--- src/eth_pkg.sv ---
`default_nettype none

package eth_pkg;

	localparam int SAMP_W = 12;
	localparam int L1A_W = 24;

	localparam int EVT_DEPTH = 128;
	localparam int L1A_DEPTH = 16;
	localparam int EVT_AMT_LVL = 4;
	localparam int EVT_AFL_LVL = 112;

	localparam logic [15:0] TRL_MARK = 16'h700C;
	localparam logic [15:0] END_MARK = 16'h7FFF;

	typedef struct packed {
		logic ovlp;
		logic [SAMP_W-1:0] data;
	} evt_word_t;

	typedef struct packed {
		logic phase;
		logic [L1A_W-1:0] num;
	} l1a_rec_t;

	// word order inside a frame
	typedef enum logic [2:0] {
		HDR_H,
		HDR_L,
		SAMP,
		CRC,
		TRL,
		STAT,
		END
	} word_sel_e;

	// one crc-15 step over 13 data bits
	function automatic logic [14:0] crc15_d13(input logic [12:0] d, input logic [14:0] c);
		logic [14:0] n;
		n[0] = d[0] ^ c[2];
		for (int i = 1; i <= 12; i++) begin
			n[i] = d[i-1] ^ d[i] ^ c[i+1] ^ c[i+2];
		end
		n[13] = d[12] ^ c[14] ^ c[0];
		n[14] = c[1];
		return n;
	endfunction

endpackage

`default_nettype wire

--- src/fifo_if.sv ---
`default_nettype none
`timescale 1ns/1ps

interface fifo_if #(
	parameter type T = logic
);
	logic push;
	T wdata;
	logic pop;
	T rdata; // head word, valid while !empty
	logic empty;
	logic full;

	modport writer (output push, output wdata, input full);

	modport reader (output pop, input rdata, input empty);

	modport fifo (input push, input wdata, input pop,
		output rdata, output empty, output full);

endinterface

`default_nettype wire

--- src/eth_readout.sv ---
`default_nettype none
`timescale 1ns/1ps

module eth_readout import eth_pkg::*; (
	input logic RCLK,
	input logic RST_RESYNC,
	input logic [6:0] samp_max,
	input logic [12:0] wdata,
	input logic wren,
	input logic [24:0] l1a_data,
	input logic l1a_wren,
	input logic warn,
	input logic txack,
	output logic [15:0] txd,
	output logic txd_vld,
	output logic evt_buf_amt,
	output logic evt_buf_afl
);

	logic ce;
	word_sel_e word_sel;
	logic word_vld;
	logic crc_clr;

	fifo_if #(.T(evt_word_t)) evt_if ();
	fifo_if #(.T(l1a_rec_t)) l1a_if ();

	assign ce = txack; // transmitter paces the whole chain

	assign evt_if.push = wren;
	assign evt_if.wdata = wdata;
	assign l1a_if.push = l1a_wren;
	assign l1a_if.wdata = l1a_data;

	sync_fifo #(.T(evt_word_t), .DEPTH(EVT_DEPTH)) evt_fifo (
		.RCLK(RCLK),
		.RST_RESYNC(RST_RESYNC),
		.port(evt_if.fifo),
		.almost_empty(evt_buf_amt),
		.almost_full(evt_buf_afl)
	);

	sync_fifo #(.T(l1a_rec_t), .DEPTH(L1A_DEPTH)) l1a_fifo (
		.RCLK(RCLK),
		.RST_RESYNC(RST_RESYNC),
		.port(l1a_if.fifo),
		.almost_empty(),
		.almost_full()
	);

	frame_seq_fsm u_seq (
		.RCLK(RCLK),
		.RST_RESYNC(RST_RESYNC),
		.ce(ce),
		.samp_max(samp_max),
		.l1a_rd(l1a_if.reader),
		.evt_rd(evt_if.reader),
		.word_sel(word_sel),
		.word_vld(word_vld),
		.crc_clr(crc_clr)
	);

	frame_builder u_build (
		.RCLK(RCLK),
		.RST_RESYNC(RST_RESYNC),
		.ce(ce),
		.word_sel(word_sel),
		.word_vld(word_vld),
		.crc_clr(crc_clr),
		.l1a(l1a_if.rdata),
		.samp(evt_if.rdata),
		.warn(warn),
		.txd(txd),
		.txd_vld(txd_vld)
	);

endmodule

`default_nettype wire

--- src/frame_builder.sv ---
`default_nettype none
`timescale 1ns/1ps

module frame_builder import eth_pkg::*; (
	input logic RCLK,
	input logic RST_RESYNC,
	input logic ce,
	input word_sel_e word_sel,
	input logic word_vld,
	input logic crc_clr,
	input l1a_rec_t l1a,
	input evt_word_t samp,
	input logic warn,
	output logic [15:0] txd,
	output logic txd_vld
);

	logic [15:0] s1_form;
	logic [15:0] s1_word;
	word_sel_e s1_sel;
	logic s1_vld;
	logic [5:0] s1_l1a_lo;
	logic [14:0] crc;
	logic [4:0] frm_cnt;

	// stage one word, header halves or sample
	always_comb begin
		case (word_sel)
			HDR_H: s1_form = {4'h0, l1a.num[L1A_W-1:L1A_W/2]};
			HDR_L: s1_form = {4'h0, l1a.num[L1A_W/2-1:0]};
			default: s1_form = {1'b0, ~samp.ovlp, l1a.phase, 1'b0, samp.data};
		endcase
	end

	always_ff @(posedge RCLK) begin
		if (ce) begin
			s1_word <= s1_form;
			s1_l1a_lo <= l1a.num[5:0]; // for status word
			if (crc_clr)
				crc <= '0;
			else if (word_vld && word_sel == SAMP)
				crc <= crc15_d13({1'b0, samp.data}, crc);
		end
	end

	// stage two, frame-end substitution
	always_ff @(posedge RCLK) begin
		if (ce) begin
			case (s1_sel)
				CRC: txd <= {1'b0, crc};
				TRL: txd <= TRL_MARK;
				STAT: txd <= {4'h7, s1_l1a_lo, frm_cnt, warn};
				END: txd <= END_MARK;
				default: txd <= s1_word;
			endcase
		end
	end

	always_ff @(posedge RCLK or posedge RST_RESYNC) begin
		if (RST_RESYNC) begin
			s1_vld <= 1'b0;
			s1_sel <= HDR_H;
			txd_vld <= 1'b0;
			frm_cnt <= '0;
		end else if (ce) begin
			s1_vld <= word_vld;
			s1_sel <= word_sel;
			txd_vld <= s1_vld;
			if (s1_vld && s1_sel == END)
				frm_cnt <= frm_cnt + 5'd1; // wraps at 32
		end
	end

endmodule

`default_nettype wire

--- src/frame_seq_fsm.sv ---
`default_nettype none
`timescale 1ns/1ps

module frame_seq_fsm import eth_pkg::*; (
	input logic RCLK,
	input logic RST_RESYNC,
	input logic ce,
	input logic [6:0] samp_max,
	fifo_if.reader l1a_rd,
	fifo_if.reader evt_rd,
	output word_sel_e word_sel,
	output logic word_vld,
	output logic crc_clr
);

	word_sel_e sel_q;
	word_sel_e sel_nxt;
	logic [6:0] samp_cnt;
	logic [6:0] samp_cnt_nxt;
	logic start;

	// idle is HDR_H with no trigger pending
	assign start = (sel_q == HDR_H) && !l1a_rd.empty;

	assign word_sel = sel_q;
	assign word_vld = (sel_q != HDR_H) || start;
	assign crc_clr = start; // fresh crc each frame

	assign evt_rd.pop = ce && (sel_q == SAMP);
	assign l1a_rd.pop = ce && (sel_q == END); // record done after end mark

	always_comb begin
		sel_nxt = sel_q;
		samp_cnt_nxt = samp_cnt;
		case (sel_q)
			HDR_H: begin
				if (start)
					sel_nxt = HDR_L;
			end
			HDR_L: begin
				sel_nxt = SAMP;
				samp_cnt_nxt = '0;
			end
			SAMP: begin
				if (samp_cnt == samp_max)
					sel_nxt = CRC; // samp_max+1 words sent
				else
					samp_cnt_nxt = samp_cnt + 7'd1;
			end
			CRC: begin
				sel_nxt = TRL;
			end
			TRL: begin
				sel_nxt = STAT;
			end
			STAT: begin
				sel_nxt = END;
			end
			END: begin
				sel_nxt = HDR_H;
			end
			default: begin
				sel_nxt = HDR_H;
			end
		endcase
	end

	// everything holds while the transmitter stalls
	always_ff @(posedge RCLK or posedge RST_RESYNC) begin
		if (RST_RESYNC) begin
			sel_q <= HDR_H;
			samp_cnt <= '0;
		end else if (ce) begin
			sel_q <= sel_nxt;
			samp_cnt <= samp_cnt_nxt;
		end
	end

endmodule

`default_nettype wire

--- src/sync_fifo.sv ---
`default_nettype none
`timescale 1ns/1ps

module sync_fifo import eth_pkg::*; #(
	parameter type T = logic,
	parameter int DEPTH = 16,
	parameter int AMT_LVL = EVT_AMT_LVL,
	parameter int AFL_LVL = EVT_AFL_LVL
) (
	input logic RCLK,
	input logic RST_RESYNC,
	fifo_if.fifo port,
	output logic almost_empty,
	output logic almost_full
);

	T mem [DEPTH];
	logic [$clog2(DEPTH)-1:0] wr_ptr;
	logic [$clog2(DEPTH)-1:0] rd_ptr;
	logic [$clog2(DEPTH):0] count;
	logic [$clog2(DEPTH):0] count_nxt;
	logic wr_ok;
	logic rd_ok;

	assign port.empty = (count == '0);
	assign port.full = (count == DEPTH);
	assign port.rdata = mem[rd_ptr]; // fall-through head

	assign wr_ok = port.push && !port.full;
	assign rd_ok = port.pop && !port.empty;

	always_comb begin
		count_nxt = count;
		if (wr_ok && !rd_ok)
			count_nxt = count + 1'b1;
		else if (rd_ok && !wr_ok)
			count_nxt = count - 1'b1;
	end

	always_ff @(posedge RCLK) begin
		if (wr_ok)
			mem[wr_ptr] <= port.wdata;
	end

	always_ff @(posedge RCLK or posedge RST_RESYNC) begin
		if (RST_RESYNC) begin
			wr_ptr <= '0;
			rd_ptr <= '0;
			count <= '0;
			almost_empty <= 1'b1;
			almost_full <= 1'b0;
		end else begin
			if (wr_ok)
				wr_ptr <= wr_ptr + 1'b1; // depth is a power of two
			if (rd_ok)
				rd_ptr <= rd_ptr + 1'b1;
			count <= count_nxt;
			almost_empty <= (count_nxt <= AMT_LVL);
			almost_full <= (count_nxt >= AFL_LVL);
		end
	end

endmodule

`default_nettype wire

--- config.mk ---
export PLATFORM = sky130hd
export DESIGN_NAME = eth_readout
export DESIGN_NICKNAME = d
export VERILOG_FILES = /design/src/eth_pkg.sv /design/src/fifo_if.sv /design/src/eth_readout.sv /design/src/frame_builder.sv /design/src/frame_seq_fsm.sv /design/src/sync_fifo.sv
export SDC_FILE = /design/constraint.sdc
export NUM_CORES = 2
export LEC_CHECK = 0
export ABC_CLOCK_PERIOD_IN_PS = 3700
export BUFFER_PORTS_ARGS = -buffer_cell sky130_fd_sc_hd__buf_2
export CAP_MARGIN = 40
export CELL_PAD_IN_SITES_DETAIL_PLACEMENT = 0
export CELL_PAD_IN_SITES_GLOBAL_PLACEMENT = 1
export CORE_MARGIN = 3
export CORE_UTILIZATION = 53
export CTS_CLUSTER_SIZE = 12
export DETAILED_ROUTE_END_ITERATION = 10
export PLACE_DENSITY = 0.78
export SKIP_CTS_REPAIR_TIMING = 1
export SYNTH_ARGS = -nofsm -noshare
export SYNTH_HDL_FRONTEND = slang
export SYNTH_SLANG_ARGS = --single-unit
--- constraint.sdc ---
create_clock -name RCLK -period 3.7 [get_ports RCLK]
set_input_delay 0.74 -clock RCLK [delete_from_list [all_inputs] [get_ports RCLK]]
set_output_delay 0.74 -clock RCLK [all_outputs]
set_load 0.01 [all_outputs]
==> impl_metrics.csv <==
group,metric,value,unit
layout,fillCellCount,10808,
placement,dp_slack,-0.492,ns
cts,clockBufferDepth,3,
grt,grt_pass1_vias,42636,
sta,slew-limit-headroom,33.8,%
cts,htreeDepth,4,
logic_synthesis,syn_area,0.0849,mm²
logic_synthesis,syn_inst,4064,
grt,grt_max_degree,129,
layout,fin_util,60.9,%
grt,overflow,0,
logic_synthesis,synthTopCellsByArea,"edfxtp_1 (75%), mux4_2 (12%), mux2i_1 (2.9%)",
min_path,hp-class,"input port to flop",
worst_setup_path,end_kind,"flop",
worst_setup_path,critPathKind,"flop to flop",
job,drv_cap,0,
route,drt_iter0_drc,6237,
die,die_w,406,µm
worst_setup_path,worstPathCellList,"buf_4 -> nor2b_1 -> buf_4 -> a22oi_1 -> nand3_1 -> a221oi_4 -> a32oi_2 -> xnor2_2 -> xnor2_1 -> nor2_1",
sta,period_share,100,%
die,die_area,0.165,mm²
logic_synthesis,ys_seq_elements,2171,
logic_synthesis,synth_edf_count,2114,
route,routed_wirelength,214000,µm
sta,rsz0062_at_grt,"yes",
power_and_ir_drop,power.density,732,mW/mm²
cts,cts_sinks,2171,
grt,antenna_found_initial,5,
logic_synthesis,synthDistinctLibCells,84,
sta,fin_crit,3.71,ns
placement,dp.final_hpwl,131000,µm
route,antenna_left,0,
logic_synthesis,synth_fa_ha_area_share,0.245,%
logic_synthesis,synth-simple-area-share,2.61,%
power_and_ir_drop,peakVddDrop,0.677,mV
placement,place_congestion,0.891,
cts,clkTransAtPathRegs,0.06,ns
logic_synthesis,synth_compound_area_share,3.24,%
logic_synthesis,synth_mux_area_share,15.1,%
layout,layout-drive-gt1-share,27.0,%
sta,hold_viol,0,
logic_synthesis,synth_top_area_share,74.8,%
logic_synthesis,syn-num-nets,4131,
sta,drv_slew,0,
die,initial_utilization,53.5,%
sta,worst_slew_pin_slew,0.993,ns
worst_setup_path,critPathRequiredTime,4.31,ns
cts,cts_made_buffers,212,
route,drtPass1Iterations,6,
route,vias,43367,
worst_setup_path,crit_fanout,21,
logic_synthesis,yosys_warnings,0,
die,core_area,0.159,mm²
outcome,violations,"setup timing",
sta,layout_setup_ws,-0.00594,ns
logic_synthesis,synth_commonest_cells,"edfxtp_1 (2114), mux4_2 (448), mux2i_1 (243), nor2_1 (208), nand2_1 (93)",
cts,ctsRootBufferMaster,"clkbuf_16",
route,via_per_inst,6.45,
placement,port_buffers,68,
logic_synthesis,synth_top_area_cell,"edfxtp_1",
worst_setup_path,path_common_cell,"buf_4",
cts,cts_tree,"built",
outcome,status,"complete, but fails checks",
logic_synthesis,synthArstFlopShare,2.63,%
die,pin_count,70,
die,fp.dieH,406,µm
worst_setup_path,slowest_delay,0.67,ns
sta,clock_skew,0.0740,ns
worst_setup_path,crit_slowest_cell,"nor2b_1",
grt,track_usage,26.2,%
route,drcViolationCount,0,
worst_setup_path,start_kind,"flop",
logic_synthesis,synthXorXnorAreaFrac,0.717,%
die,rows,146,
worst_setup_path,arrival,4.32,ns
route,wl_per_cell,31.8,µm
logic_synthesis,synthFlopType,"edfxtp_1",
power_and_ir_drop,p_leak,31.4,nW
sta,final-setup-viol-count,2,
sta,fmax,0.270,GHz
layout,syn_to_final_growth,13.9,%
cts,clkLatencyLatePin,0.86,ns
grt,grt_pass1_wl,307000,µm
logic_synthesis,yosys.cell_count.top_type,"edfxtp_1",
logic_synthesis,synth_top_family_by_area,"multiplexers",
layout,fin_nets,4591,
logic_synthesis,syn_avg_cell_area,20.9,µm²
logic_synthesis,yosysSeqAreaShare,76.5,%
-- layer usage --
| layer | track usage, % | vias to the layer above | share of wire, % |
|---|---|---|---|
| met3 | 5.48 | 324 | 11 |
| met2 | 38.5 | 2406 | 46 |
| li1 | - | 17765 | - |
| met1 | 39.5 | 22870 | 40 |
| met4 | 8.67 | 2 | 3.2 |
| met5 | 0 | - | 0.0037 |
-- power breakdown --
part           internal [mW]  switching (mW)  total, mW
logic                   9.58            12.0       21.6
clock network           10.8            8.91       19.7
registers               28.5           0.935       29.5
total                   48.9            21.8       70.7
-- per-stage QoR --
| stage | setup TNS (ns) | hold WS (ns) | instance area, µm² | cells | total power [mW] |
|---|---|---|---|---|---|
| 6_report | -0.00600 | 0.252 | 96700 | 6725 | 70.7 |
| 2_1_floorplan | 0 | 0.446 | 84900 | 4064 | 42.9 |
| 4_1_cts | -1.75 | -0.0885 | 96600 | 6723 | 70.9 |
| 3_5_place_dp | -1.86 | 0.491 | 90300 | 6381 | 51.3 |
| 5_1_grt | -0.0310 | 0.225 | 96700 | 6724 | 73.2 |
| 3_3_place_gp | -1.87 | 0.483 | 90300 | 6380 | 51.1 |
-- state kept, by name, indices dropped and copies added, names as in the netlist, 5 cells and up --
| name | count |
|---|---|
| u_build.crc | 15 |
| u_seq.samp_cnt | 7 |
| l1a_fifo.mem | 400 |
| u_build.txd | 15 |
| u_build.s1_l1a_lo | 6 |
| evt_fifo.mem | 1664 |
| u_build.s1_word | 14 |
| u_build.frm_cnt | 5 |
| l1a_fifo.count | 5 |
| evt_fifo.count | 8 |
| evt_fifo.rd_ptr | 7 |
| evt_fifo.wr_ptr | 7 |
-- final cells by class --
cell class                      count  area [µm²]  area share, %
Tap cell                         2072        2590           2.68
Timing Repair Buffer              478        4090           4.23
Clock inverter                     51         586          0.606
Sequential cell                  2171       64900           67.2
Antenna cell                        1        2.50        0.00259
Inverter                           12        45.0         0.0466
Clock buffer                      291        5640           5.84
Multi-Input combinational cell   1649       18800           19.4
-- cells by family (layout without fill, tap and decap cells) --
family / Yosys count / after routing
flip-flops: 2171 / 2171
multiplexers: 713 / 713
AND/OR/NAND/NOR: 472 / 472
AO/OA/AOI/OAI: 381 / 381
buffers and inverters: 244 / 832
XOR/XNOR: 66 / 66
adder cells (fa/ha/maj): 16 / 16
other: 1 / 2
-- placed cells by master (no fill, tap or decap), types with 11 or more instances in the layout --
cell type	instances
o221ai_1	23
clkinv_1	18
a211oi_1	46
and3_1	11
mux4_2	448
o21ai_0	39
clkbuf_16	212
nor2_4	13
buf_12	48
mux2_2	20
o22ai_1	32
clkbuf_1	75
xnor2_1	51
dfrtp_1	48
nand2_1	93
a21oi_1	57
a22o_1	28
ha_1	15
buf_2	55
a211o_1	13
xor2_1	11
nor2_1	192
edfxtp_1	2114
mux2i_1	243
nand3_1	39
a221oi_1	11
buf_4	371
a22oi_1	62
clkinv_2	15
nor2b_1	29
-- critical path: cells and delay by family (launching register included) --
family                 cells  cell delay (ns)
flip-flops                 1             0.65
XOR/XNOR                   2             0.34
buffers and inverters      2             0.65
AO/OA/AOI/OAI              3             0.82
AND/OR/NAND/NOR            3             0.98
-- worst paths after layout --
path	from	end	slack, ns	depth (start not counted)
min in group asynchronous	RST_RESYNC	evt_fifo.almost_full	0.50	3
worst max-delay path	evt_fifo.rd_ptr[3]	u_build.crc[2]	-0.006	10
worst min register to register	l1a_fifo.count[4]	l1a_fifo.count[4]	0.50	1
max in group asynchronous	RST_RESYNC	l1a_fifo.rd_ptr[0]	2.23	4
worst max register to register	evt_fifo.rd_ptr[3]	u_build.crc[2]	-0.006	10
worst min-delay path	l1a_data[19]	l1a_fifo.mem[2][19]	0.25	1
(Power assumes the default switching activity.)
